===== config.mk =====
export PLATFORM = sky130hd
export DESIGN_NAME = rp_top
export DESIGN_NICKNAME = d
export VERILOG_FILES = /design/src/rp_pkg.sv /design/src/adc_front.sv /design/src/dac_back.sv /design/src/lin_cal.sv /design/src/pdm_gen.sv /design/src/rp_regs.sv /design/src/rp_top.sv
export SDC_FILE = /design/constraint.sdc
export NUM_CORES = 2
export LEC_CHECK = 0
export BUFFER_PORTS_ARGS = -buffer_cell sky130_fd_sc_hd__buf_4
export CAP_MARGIN = 5
export CORE_ASPECT_RATIO = 0.6
export CORE_MARGIN = 4
export CORE_UTILIZATION = 37
export CTS_BUF_LIST = sky130_fd_sc_hd__clkbuf_16
export CTS_CLUSTER_SIZE = 12
export DETAILED_ROUTE_END_ITERATION = 8
export PLACE_DENSITY_LB_ADDON = 0.15
export SLEW_MARGIN = 40
export SYNTH_ARGS = -nofsm -noshare
export SYNTH_HDL_FRONTEND = slang
export SYNTH_HIERARCHICAL = 1
export SYNTH_SLANG_ARGS = --single-unit

===== constraint.sdc =====
create_clock -name adc_clk -period 9.1 [get_ports adc_clk]
set_clock_uncertainty 0.15 [all_clocks]
set_input_delay 0.455 -clock adc_clk [delete_from_list [all_inputs] [get_ports adc_clk]]
set_output_delay 0.455 -clock adc_clk [all_outputs]
set_load 0.05 [all_outputs]

===== src/rp_pkg.sv =====
package rp_pkg;

  ////////////////////////////////////////
  // widths
  ////////////////////////////////////////

  // converter sample width
  localparam int SMP_W = 14;
  // calibration gain width
  localparam int MUL_W = 16;
  // pdm level width
  localparam int PDM_W = 8;
  // gain fraction bits
  localparam int CAL_SHIFT = 14;

  // sample path types
  typedef logic signed [SMP_W-1:0] smp_t;
  typedef logic signed [MUL_W-1:0] mul_t;
  typedef logic signed [SMP_W-1:0] sum_t;
  typedef logic        [SMP_W-1:0] raw_t;
  typedef logic        [PDM_W-1:0] pdm_t;

  // unity gain after reset
  localparam mul_t MUL_ONE = mul_t'(1 << CAL_SHIFT);

  // sample stream, no ready since converters never stall
  typedef struct packed {
    logic vld;
    smp_t dat;
  } stream_t;

  // per channel gain and offset
  typedef struct packed {
    mul_t mul;
    sum_t sum;
  } cal_t;

  ////////////////////////////////////////
  // AXI4-Lite
  ////////////////////////////////////////

  localparam int AXI_AW = 12;
  localparam int AXI_DW = 32;

  typedef logic [AXI_AW-1:0]   axi_addr_t;
  typedef logic [AXI_DW-1:0]   axi_data_t;
  typedef logic [AXI_DW/8-1:0] axi_strb_t;
  typedef logic [1:0]          axi_resp_t;

  localparam axi_resp_t RESP_OKAY   = 2'd0;
  localparam axi_resp_t RESP_SLVERR = 2'd2;

  // master to slave
  typedef struct packed {
    logic      awvalid;
    axi_addr_t awaddr;
    logic      wvalid;
    axi_data_t wdata;
    axi_strb_t wstrb;
    logic      bready;
    logic      arvalid;
    axi_addr_t araddr;
    logic      rready;
  } axil_req_t;

  // slave to master
  typedef struct packed {
    logic      awready;
    logic      wready;
    logic      bvalid;
    axi_resp_t bresp;
    logic      arready;
    logic      rvalid;
    axi_data_t rdata;
    axi_resp_t rresp;
  } axil_rsp_t;

  ////////////////////////////////////////
  // register map
  ////////////////////////////////////////

  // housekeeping
  localparam axi_addr_t ADDR_HK_LOOP = 12'h000;
  localparam axi_addr_t ADDR_HK_LED  = 12'h004;
  // calibration, channel i at +4*i
  localparam axi_addr_t ADDR_ADC_MUL = 12'h100;
  localparam axi_addr_t ADDR_ADC_SUM = 12'h108;
  localparam axi_addr_t ADDR_DAC_MUL = 12'h110;
  localparam axi_addr_t ADDR_DAC_SUM = 12'h118;
  // pdm levels, channel i at +4*i
  localparam axi_addr_t ADDR_PDM     = 12'h200;

  // converter code to two's complement and back
  // sign bit stays, the rest is inverted
  function automatic logic [SMP_W-1:0] code_flip(input logic [SMP_W-1:0] code);
    return {code[SMP_W-1], ~code[SMP_W-2:0]};
  endfunction

endpackage


===== src/adc_front.sv =====
module adc_front #(
  parameter int unsigned CHN = 2
)(
  input  logic                      adc_clk,
  input  logic                      top_rst,
  input  rp_pkg::raw_t    [CHN-1:0] adc_dat_i,
  input  rp_pkg::stream_t [CHN-1:0] loop_i,
  input  logic                      digital_loop_i,
  input  rp_pkg::cal_t    [CHN-1:0] cal_i,
  output rp_pkg::stream_t [CHN-1:0] acq_o
);

  // converter delivers a sample every cycle once out of reset
  logic raw_vld_q;

  always_ff @(posedge adc_clk, posedge top_rst) begin
    if (top_rst) begin
      raw_vld_q <= 1'b0;
    end else begin
      raw_vld_q <= 1'b1;
    end
  end

  for (genvar i = 0; i < CHN; i++) begin : for_adc

    // raw converter word in two's complement
    rp_pkg::smp_t    raw_q;
    // calibration input after the loopback mux
    rp_pkg::stream_t cal_in;

    // input register
    always_ff @(posedge adc_clk) begin
      raw_q <= rp_pkg::smp_t'(rp_pkg::code_flip(adc_dat_i[i]));
    end

    // digital loopback
    // calibrated dac stream replaces the converter
    always_comb begin
      if (digital_loop_i) begin
        cal_in = loop_i[i];
      end else begin
        cal_in.vld = raw_vld_q;
        cal_in.dat = raw_q;
      end
    end

    lin_cal lin_cal_adc (
      .adc_clk (adc_clk),
      .top_rst (top_rst),
      .sti_i   (cal_in),
      .cal_i   (cal_i[i]),
      .sto_o   (acq_o[i])
    );

  end

endmodule


===== src/dac_back.sv =====
module dac_back #(
  parameter int unsigned CHN = 2
)(
  input  logic                      adc_clk,
  input  logic                      top_rst,
  input  rp_pkg::stream_t [CHN-1:0] gen_i,
  input  rp_pkg::cal_t    [CHN-1:0] cal_i,
  output rp_pkg::stream_t [CHN-1:0] dac_cal_o,
  output rp_pkg::raw_t    [CHN-1:0] dac_dat_o
);

  // converter code for a zero sample
  localparam rp_pkg::raw_t DAC_MID = rp_pkg::raw_t'(rp_pkg::code_flip('0));

  for (genvar i = 0; i < CHN; i++) begin : for_dac

    // output code register
    rp_pkg::raw_t dac_q;

    lin_cal lin_cal_dac (
      .adc_clk (adc_clk),
      .top_rst (top_rst),
      .sti_i   (gen_i[i]),
      .cal_i   (cal_i[i]),
      .sto_o   (dac_cal_o[i])
    );

    // back to converter code
    // dac sits at midscale after reset
    // last code held while no valid sample
    always_ff @(posedge adc_clk, posedge top_rst) begin
      if (top_rst) begin
        dac_q <= DAC_MID;
      end else if (dac_cal_o[i].vld) begin
        dac_q <= rp_pkg::raw_t'(rp_pkg::code_flip(dac_cal_o[i].dat));
      end
    end

    assign dac_dat_o[i] = dac_q;

  end

endmodule


===== src/lin_cal.sv =====
module lin_cal (
  input  logic            adc_clk,
  input  logic            top_rst,
  input  rp_pkg::stream_t sti_i,
  input  rp_pkg::cal_t    cal_i,
  output rp_pkg::stream_t sto_o
);

  // output rails
  localparam int SMP_MAX = 2 ** (rp_pkg::SMP_W - 1) - 1;
  localparam int SMP_MIN = -(2 ** (rp_pkg::SMP_W - 1));
  localparam int PRD_W   = rp_pkg::SMP_W + rp_pkg::MUL_W;

  // full product and its shifted copy
  logic signed [PRD_W-1:0]          prod_w;
  logic signed [PRD_W-1:0]          prod_sh_w;
  // stage 1
  logic                             vld1_q;
  logic signed [rp_pkg::MUL_W-1:0]  mul1_q;
  // stage 2, one guard bit for the offset
  logic signed [rp_pkg::MUL_W:0]    sum_w;
  rp_pkg::smp_t                     sat_w;
  logic                             vld2_q;
  rp_pkg::smp_t                     dat2_q;

  // gain, fraction bits dropped
  assign prod_w    = $signed(sti_i.dat) * $signed(cal_i.mul);
  assign prod_sh_w = prod_w >>> rp_pkg::CAL_SHIFT;

  // offset then clamp
  assign sum_w = mul1_q + $signed(cal_i.sum);

  always_comb begin
    if (sum_w > SMP_MAX) begin
      sat_w = rp_pkg::smp_t'(SMP_MAX);
    end else if (sum_w < SMP_MIN) begin
      sat_w = rp_pkg::smp_t'(SMP_MIN);
    end else begin
      sat_w = rp_pkg::smp_t'(sum_w);
    end
  end

  // valid follows the data through both stages
  always_ff @(posedge adc_clk, posedge top_rst) begin
    if (top_rst) begin
      vld1_q <= 1'b0;
      vld2_q <= 1'b0;
    end else begin
      vld1_q <= sti_i.vld;
      vld2_q <= vld1_q;
    end
  end

  always_ff @(posedge adc_clk) begin
    mul1_q <= prod_sh_w[rp_pkg::MUL_W-1:0];
    dat2_q <= sat_w;
  end

  assign sto_o = '{vld: vld2_q, dat: dat2_q};

  // unity gain and zero offset pass the sample through unchanged
  assert property (@(posedge adc_clk) disable iff (top_rst)
    sto_o.vld && ($past(cal_i.mul, 2) == rp_pkg::MUL_ONE) && ($past(cal_i.sum) == '0)
    |-> sto_o.dat == $past(sti_i.dat, 2));

endmodule


===== src/pdm_gen.sv =====
module pdm_gen #(
  parameter int unsigned PDM_CHN = 4
)(
  input  logic                     adc_clk,
  input  logic                     top_rst,
  input  logic [PDM_CHN-1:0] [7:0] lvl_i,
  output logic [PDM_CHN-1:0]       pdm_o
);

  // first order modulator
  // the accumulator carry is the output pulse
  logic [PDM_CHN-1:0] [7:0] acc_q;
  // next accumulator value with carry on top
  logic [PDM_CHN-1:0] [8:0] sum_w;

  always_comb begin
    for (int i = 0; i < PDM_CHN; i++) begin
      sum_w[i] = {1'b0, acc_q[i]} + {1'b0, lvl_i[i]};
    end
  end

  // level L gives L carries per 256 cycles
  // accumulator wraps back to its start
  always_ff @(posedge adc_clk, posedge top_rst) begin
    if (top_rst) begin
      acc_q <= '0;
      pdm_o <= '0;
    end else begin
      for (int i = 0; i < PDM_CHN; i++) begin
        acc_q[i] <= sum_w[i][7:0];
        pdm_o[i] <= sum_w[i][8];
      end
    end
  end

  // first cycle after release still quiet
  // a cleared accumulator cannot carry
  assert property (@(posedge adc_clk) $fell(top_rst) |=> pdm_o == '0);

endmodule


===== src/rp_regs.sv =====
module rp_regs #(
  parameter int unsigned CHN     = 2,
  parameter int unsigned PDM_CHN = 4
)(
  input  logic                       adc_clk,
  input  logic                       top_rst,
  input  rp_pkg::axil_req_t          axil_req_i,
  output rp_pkg::axil_rsp_t          axil_rsp_o,
  output rp_pkg::cal_t [CHN-1:0]     adc_cal_o,
  output rp_pkg::cal_t [CHN-1:0]     dac_cal_o,
  output logic                       digital_loop_o,
  output rp_pkg::pdm_t [PDM_CHN-1:0] pdm_lvl_o,
  output logic [7:0]                 led_o
);

  // handshakes
  logic              wr_hs;
  logic              rd_hs;
  // address decode
  logic              wr_hit;
  logic              rd_hit;
  // response channels
  logic              bvalid_q;
  rp_pkg::axi_resp_t bresp_q;
  logic              rvalid_q;
  rp_pkg::axi_resp_t rresp_q;
  rp_pkg::axi_data_t rdata_q;
  rp_pkg::axi_data_t rdata_w;

  // channel register address
  function automatic rp_pkg::axi_addr_t chn_addr(input rp_pkg::axi_addr_t base, input int i);
    return base + rp_pkg::axi_addr_t'(4 * i);
  endfunction

  // any mapped register
  function automatic logic addr_hit(input rp_pkg::axi_addr_t a);
    logic hit;
    hit = (a == rp_pkg::ADDR_HK_LOOP) || (a == rp_pkg::ADDR_HK_LED);
    for (int i = 0; i < CHN; i++) begin
      hit |= (a == chn_addr(rp_pkg::ADDR_ADC_MUL, i));
      hit |= (a == chn_addr(rp_pkg::ADDR_ADC_SUM, i));
      hit |= (a == chn_addr(rp_pkg::ADDR_DAC_MUL, i));
      hit |= (a == chn_addr(rp_pkg::ADDR_DAC_SUM, i));
    end
    for (int i = 0; i < PDM_CHN; i++) begin
      hit |= (a == chn_addr(rp_pkg::ADDR_PDM, i));
    end
    return hit;
  endfunction

  ////////////////////////////////////////
  // write channel
  ////////////////////////////////////////

  // address and data taken together, only with no response pending
  assign wr_hs  = axil_req_i.awvalid && axil_req_i.wvalid && !bvalid_q;
  assign wr_hit = addr_hit(axil_req_i.awaddr);

  always_ff @(posedge adc_clk, posedge top_rst) begin
    if (top_rst) begin
      bvalid_q <= 1'b0;
    end else if (wr_hs) begin
      bvalid_q <= 1'b1;
    end else if (axil_req_i.bready) begin
      bvalid_q <= 1'b0;
    end
  end

  always_ff @(posedge adc_clk) begin
    if (wr_hs) begin
      bresp_q <= wr_hit ? rp_pkg::RESP_OKAY : rp_pkg::RESP_SLVERR;
    end
  end

  // configuration registers
  // strobes ignored, a write replaces the whole register
  always_ff @(posedge adc_clk, posedge top_rst) begin
    if (top_rst) begin
      digital_loop_o <= 1'b0;
      led_o          <= '0;
      pdm_lvl_o      <= '0;
      for (int i = 0; i < CHN; i++) begin
        adc_cal_o[i].mul <= rp_pkg::MUL_ONE;
        adc_cal_o[i].sum <= '0;
        dac_cal_o[i].mul <= rp_pkg::MUL_ONE;
        dac_cal_o[i].sum <= '0;
      end
    end else if (wr_hs) begin
      if (axil_req_i.awaddr == rp_pkg::ADDR_HK_LOOP) digital_loop_o <= axil_req_i.wdata[0];
      if (axil_req_i.awaddr == rp_pkg::ADDR_HK_LED)  led_o <= axil_req_i.wdata[7:0];
      for (int i = 0; i < CHN; i++) begin
        if (axil_req_i.awaddr == chn_addr(rp_pkg::ADDR_ADC_MUL, i))
          adc_cal_o[i].mul <= axil_req_i.wdata[rp_pkg::MUL_W-1:0];
        if (axil_req_i.awaddr == chn_addr(rp_pkg::ADDR_ADC_SUM, i))
          adc_cal_o[i].sum <= axil_req_i.wdata[rp_pkg::SMP_W-1:0];
        if (axil_req_i.awaddr == chn_addr(rp_pkg::ADDR_DAC_MUL, i))
          dac_cal_o[i].mul <= axil_req_i.wdata[rp_pkg::MUL_W-1:0];
        if (axil_req_i.awaddr == chn_addr(rp_pkg::ADDR_DAC_SUM, i))
          dac_cal_o[i].sum <= axil_req_i.wdata[rp_pkg::SMP_W-1:0];
      end
      for (int i = 0; i < PDM_CHN; i++) begin
        if (axil_req_i.awaddr == chn_addr(rp_pkg::ADDR_PDM, i))
          pdm_lvl_o[i] <= axil_req_i.wdata[rp_pkg::PDM_W-1:0];
      end
    end
  end

  ////////////////////////////////////////
  // read channel
  ////////////////////////////////////////

  assign rd_hs  = axil_req_i.arvalid && !rvalid_q;
  assign rd_hit = addr_hit(axil_req_i.araddr);

  // read mux, zero extended, unmapped reads give 0
  always_comb begin
    rdata_w = '0;
    if (axil_req_i.araddr == rp_pkg::ADDR_HK_LOOP) rdata_w[0] = digital_loop_o;
    if (axil_req_i.araddr == rp_pkg::ADDR_HK_LED)  rdata_w[7:0] = led_o;
    for (int i = 0; i < CHN; i++) begin
      if (axil_req_i.araddr == chn_addr(rp_pkg::ADDR_ADC_MUL, i))
        rdata_w[rp_pkg::MUL_W-1:0] = adc_cal_o[i].mul;
      if (axil_req_i.araddr == chn_addr(rp_pkg::ADDR_ADC_SUM, i))
        rdata_w[rp_pkg::SMP_W-1:0] = adc_cal_o[i].sum;
      if (axil_req_i.araddr == chn_addr(rp_pkg::ADDR_DAC_MUL, i))
        rdata_w[rp_pkg::MUL_W-1:0] = dac_cal_o[i].mul;
      if (axil_req_i.araddr == chn_addr(rp_pkg::ADDR_DAC_SUM, i))
        rdata_w[rp_pkg::SMP_W-1:0] = dac_cal_o[i].sum;
    end
    for (int i = 0; i < PDM_CHN; i++) begin
      if (axil_req_i.araddr == chn_addr(rp_pkg::ADDR_PDM, i))
        rdata_w[rp_pkg::PDM_W-1:0] = pdm_lvl_o[i];
    end
  end

  always_ff @(posedge adc_clk, posedge top_rst) begin
    if (top_rst) begin
      rvalid_q <= 1'b0;
    end else if (rd_hs) begin
      rvalid_q <= 1'b1;
    end else if (axil_req_i.rready) begin
      rvalid_q <= 1'b0;
    end
  end

  always_ff @(posedge adc_clk) begin
    if (rd_hs) begin
      rdata_q <= rdata_w;
      rresp_q <= rd_hit ? rp_pkg::RESP_OKAY : rp_pkg::RESP_SLVERR;
    end
  end

  // response bundle
  always_comb begin
    axil_rsp_o.awready = wr_hs;
    axil_rsp_o.wready  = wr_hs;
    axil_rsp_o.bvalid  = bvalid_q;
    axil_rsp_o.bresp   = bresp_q;
    axil_rsp_o.arready = !rvalid_q;
    axil_rsp_o.rvalid  = rvalid_q;
    axil_rsp_o.rdata   = rdata_q;
    axil_rsp_o.rresp   = rresp_q;
  end

  // responses wait for the master unchanged
  assert property (@(posedge adc_clk) disable iff (top_rst)
    bvalid_q && !axil_req_i.bready |=> bvalid_q && $stable(bresp_q));
  assert property (@(posedge adc_clk) disable iff (top_rst)
    rvalid_q && !axil_req_i.rready |=> rvalid_q && $stable(rdata_q) && $stable(rresp_q));
  // one outstanding response per channel
  assert property (@(posedge adc_clk) disable iff (top_rst) wr_hs |=> !wr_hs);
  assert property (@(posedge adc_clk) disable iff (top_rst) rd_hs |=> !rd_hs);

endmodule


===== src/rp_top.sv =====
module rp_top #(
  parameter int unsigned CHN     = 2,
  parameter int unsigned PDM_CHN = 4
)(
  input  logic                          adc_clk,
  input  logic                          top_rst,
  // register bus
  input  rp_pkg::axil_req_t             axil_req_i,
  output rp_pkg::axil_rsp_t             axil_rsp_o,
  // ADC
  input  rp_pkg::raw_t    [CHN-1:0]     adc_dat_i,
  output rp_pkg::stream_t [CHN-1:0]     acq_o,
  // DAC
  input  rp_pkg::stream_t [CHN-1:0]     gen_i,
  output rp_pkg::raw_t    [CHN-1:0]     dac_dat_o,
  // PDM
  output logic            [PDM_CHN-1:0] pdm_o,
  // LED
  output logic            [7:0]         led_o
);

////////////////////////////////////////
// local signals
////////////////////////////////////////

// calibration settings
rp_pkg::cal_t [CHN-1:0] adc_cal;
rp_pkg::cal_t [CHN-1:0] dac_cal;
// housekeeping
logic                   digital_loop;
// pdm levels
rp_pkg::pdm_t [PDM_CHN-1:0] pdm_lvl;
// calibrated dac stream, also the loopback source
rp_pkg::stream_t [CHN-1:0]  dac_str;

////////////////////////////////////////
// housekeeping and calibration regs
////////////////////////////////////////

rp_regs #(
  .CHN     (CHN),
  .PDM_CHN (PDM_CHN)
) regs (
  .adc_clk        (adc_clk),
  .top_rst        (top_rst),
  .axil_req_i     (axil_req_i),
  .axil_rsp_o     (axil_rsp_o),
  .adc_cal_o      (adc_cal),
  .dac_cal_o      (dac_cal),
  .digital_loop_o (digital_loop),
  .pdm_lvl_o      (pdm_lvl),
  .led_o          (led_o)
);

////////////////////////////////////////
// analog mixed signals (pdm)
////////////////////////////////////////

pdm_gen #(
  .PDM_CHN (PDM_CHN)
) pdm (
  .adc_clk (adc_clk),
  .top_rst (top_rst),
  .lvl_i   (pdm_lvl),
  .pdm_o   (pdm_o)
);

////////////////////////////////////////
// ADC IO
////////////////////////////////////////

adc_front #(
  .CHN (CHN)
) adc (
  .adc_clk        (adc_clk),
  .top_rst        (top_rst),
  .adc_dat_i      (adc_dat_i),
  .loop_i         (dac_str),
  .digital_loop_i (digital_loop),
  .cal_i          (adc_cal),
  .acq_o          (acq_o)
);

////////////////////////////////////////
// DAC IO
////////////////////////////////////////

dac_back #(
  .CHN (CHN)
) dac (
  .adc_clk   (adc_clk),
  .top_rst   (top_rst),
  .gen_i     (gen_i),
  .cal_i     (dac_cal),
  .dac_cal_o (dac_str),
  .dac_dat_o (dac_dat_o)
);

endmodule


==> impl_metrics.toml <==
[power_and_ir_drop]
seq_power_share_pct = 42.1
swShare_pct = 33.0
cellInternalPower_mw = 3.15
power_frac_clock_pct = 38.1
combPwrFrac_pct = 19.7
p_switching_mw = 1.55
power.leakage_nw = 28.3
cellPowerDensity_nw_per_um2 = 83.7
peakVddDrop_uv = 118

[placement]
gp_congestion = 0.952
hpwl_um = 127000
io_buffers = 197
place_inst = 7023

[worst_setup_path]
crit_arrival_ns = 8.24
critPathCaptureType = "flip-flop"
worst_ep_required_time_ns = 9.50
path_class = "flip-flop to flip-flop"
startpoint_type = "flip-flop"
worstPathMaxFanout = 15

[timing]
clock.fmax_mhz = 128
finalSetupViolCount = 0
maxSlewHeadroom_pct = 40.4
drv_slew = 0
post-route-period-util_pct = 86.1
min_period_ns = 7.84
tns_ns = 0
tightest_slew_ns = 0.894
rsz0062_at_grt = "false"
hold_viol_final = 0

[die]
die-area_um2 = 145000
core_area_um2 = 137000
die_x_um = 488
start_util_pct = 37.4
rows = 105
dieHeight_um = 296
io_pins = 236

[drt]
drc = 0
vias_per_cell = 5.02
num_vias = 35937
wl_per_cell_um = 22.2
first_pass_iters = 5
antenna_left = 0
drt_iter0_drc = 2787
wl_um = 159000

[synthesis]
netlist_top_cells_area = "fa_1 (34%), dfrtp_1 (10%), ha_1 (9.0%)"
ys_seq_area_share_pct = 18.4
yosys_register_bits = 402
yosysTopAreaCell = "fa_1"
syn_area_per_cell_um2 = 9.94
synth_cell_types = 110
synthCells = 5157
synth_top_area_share_pct = 34.4
synth_area_um2 = 51300
async_flop_share_pct = 58.7
yosysWarnings = 6
ys.flop_type = "dfrtp_1"
synth_edf_count = 18

[layout]
final_nets = 6662
most-common-layout-cells = "inv_1 (1036), fa_1 (880), and2_1 (481)"
syn_to_final_growth_pct = 9.69
final_common_cell = "inv_1"
multi_input_area_um2 = 37100
stdcell_count = 7154
drive_above_1_share_pct = 11.4
fillers = 13571
fin_util_pct = 41.0
seq_area_um2 = 9460

[grt]
grt_pass1_wl_um = 244000
grt_use_total_pct = 22.5
gr-total-overflow = 0
grt_pass1_vias = 37379
antenna_found_initial = 16
grt_max_degree = 61

[cts]
cts_setup_buffers = 0
htree_levels = 2
cts_root_buf = "clkbuf_16"
cts_made_buffers = 46
clkTransAtPathRegs_ns = 0.06
clk_latency_ns = 0.62
cts_resized = 0
cts_tree = "yes"
clock_sinks = 402
hold_buffers = 35
clockBufferDepth = 3

[status]
outcome = "completed"

[worst_hold_path]
min_path_type = "primary input to flip-flop"

[job]
maxCapViolCount = 0
-- worst max-delay path, cell delays in order (launching register included) --
cell      delay [ns]
dfrtp_2         0.69
buf_4           0.27
mux2_4          0.33
inv_1           0.51
nor2_1          0.16
fa_1            0.56
fa_1            0.53
fa_1            0.54
fa_1            0.53
fa_1            0.56
inv_1           0.06
fa_1            0.50
inv_1           0.05
ha_1            0.34
a21o_1          0.17
a21o_1          0.16
a221o_1         0.36
o31a_1          0.26
a41oi_2         0.29
o221ai_2        0.17
or4_1           0.49
nand4_1         0.09
-- power groups by stage --
stage	logic, mW	registers, mW	clock network (mW)
2_1_floorplan	0.465	2.10	0
3_3_place_gp	0.902	2.02	0
3_5_place_dp	0.906	2.02	0
4_1_cts	0.925	1.99	1.84
5_1_grt	1.01	1.99	1.92
6_report	0.928	1.98	1.79
-- path summary, 6_finish.rpt --
| path | from | endpoint | slack, ns | cells after the start |
|---|---|---|---|---|
| min reg2reg | adc/for_adc[1].lin_cal_adc/vld1_q | adc/for_adc[1].lin_cal_adc/vld2_q | 0.20 | 0 |
| max in group asynchronous | top_rst | regs/adc_cal_o[50] | 7.35 | 4 |
| max reg2reg | regs/digital_loop_o | adc/for_adc[0].lin_cal_adc/mul1_q[15] | 1.26 | 21 |
| min in group asynchronous | top_rst | adc/raw_vld_q | 0.28 | 3 |
| max | regs/digital_loop_o | adc/for_adc[0].lin_cal_adc/mul1_q[15] | 1.26 | 21 |
| min | axil_req_i[63] | regs/bresp_q[1] | 0.03 | 2 |
-- layout make-up --
cell class / instances / share of cell area, %
Inverter: 1022 / 6.83
Clock buffer: 46 / 2.05
Clock inverter: 40 / 0.432
Timing Repair Buffer: 271 / 3.80
Tap cell: 1819 / 4.05
Multi-Input combinational cell: 3546 / 66.0
Antenna cell: 8 / 0.0356
Sequential cell: 402 / 16.8
-- kinds of logic (layout without fill, tap and decap cells) --
logic type      after synthesis  count (layout)  share of synthesized area [%]
compound gates              593             593                           7.77
xor+xnor                    171             171                           2.94
fa+ha+maj                  1248            1248                           43.4
buf+inv                    1226            1379                           9.43
flops                       402             402                           18.4
mux                         218             218                           4.98
other cells                   2              27                         0.0147
simple gates               1297            1297                           13.1
-- routing by layer --
layer	vias to the layer above	GRT usage, %	wire (um)
li1	16330	-	-
met1	18452	36.3	81500
met2	1034	30.3	62000
met3	121	5.72	13500
met4	0	2.94	2130
met5	-	0	0
-- cell usage after synthesis (all sizes together), types with 25 or more instances --
library cell     n
nand3           34
ha             368
nor2           166
a21o            51
a211oi          25
mux2           193
nor3            37
dfstp           30
xor2            55
inv           1020
buf             67
and2           481
xnor2          116
o21ai          133
dfrtp          206
nand2b          33
nor2b           27
dfxtp          148
a21oi          182
nand2          434
fa             880
clkbuf         137
-- per-stage QoR --
step | worst slack [ns] | instance area [um2] | power (mW) | hold WS [ns]
3_3_place_gp | 1.21 | 54400 | 2.92 | 0.183
5_1_grt | 0.862 | 56200 | 4.92 | 0.0209
6_report | 1.26 | 56200 | 4.70 | 0.0279
2_1_floorplan | 2.12 | 51300 | 2.56 | 0.0337
3_5_place_dp | 1.26 | 54400 | 2.92 | 0.186
4_1_cts | 1.23 | 56200 | 4.75 | 0.00285
-- flip-flops by register name (all words and copies together), names as in the netlist, 4 cells and up --
register                        cells
adc/for_adc.lin_cal_adc/dat2_q     28
adc/for_adc.lin_cal_adc/mul1_q     32
adc/for_adc.raw_q                  28
dac/for_dac.dac_q                  28
dac/for_dac.lin_cal_dac/dat2_q     28
dac/for_dac.lin_cal_dac/mul1_q     32
pdm/acc_q                          32
pdm/pdm_o                           4
regs/adc_cal_o                     60
regs/dac_cal_o                     60
regs/led_o                          8
regs/pdm_lvl_o                     32
regs/rdata_q                       16
Note: power is estimated with default switching activity, not from simulation.
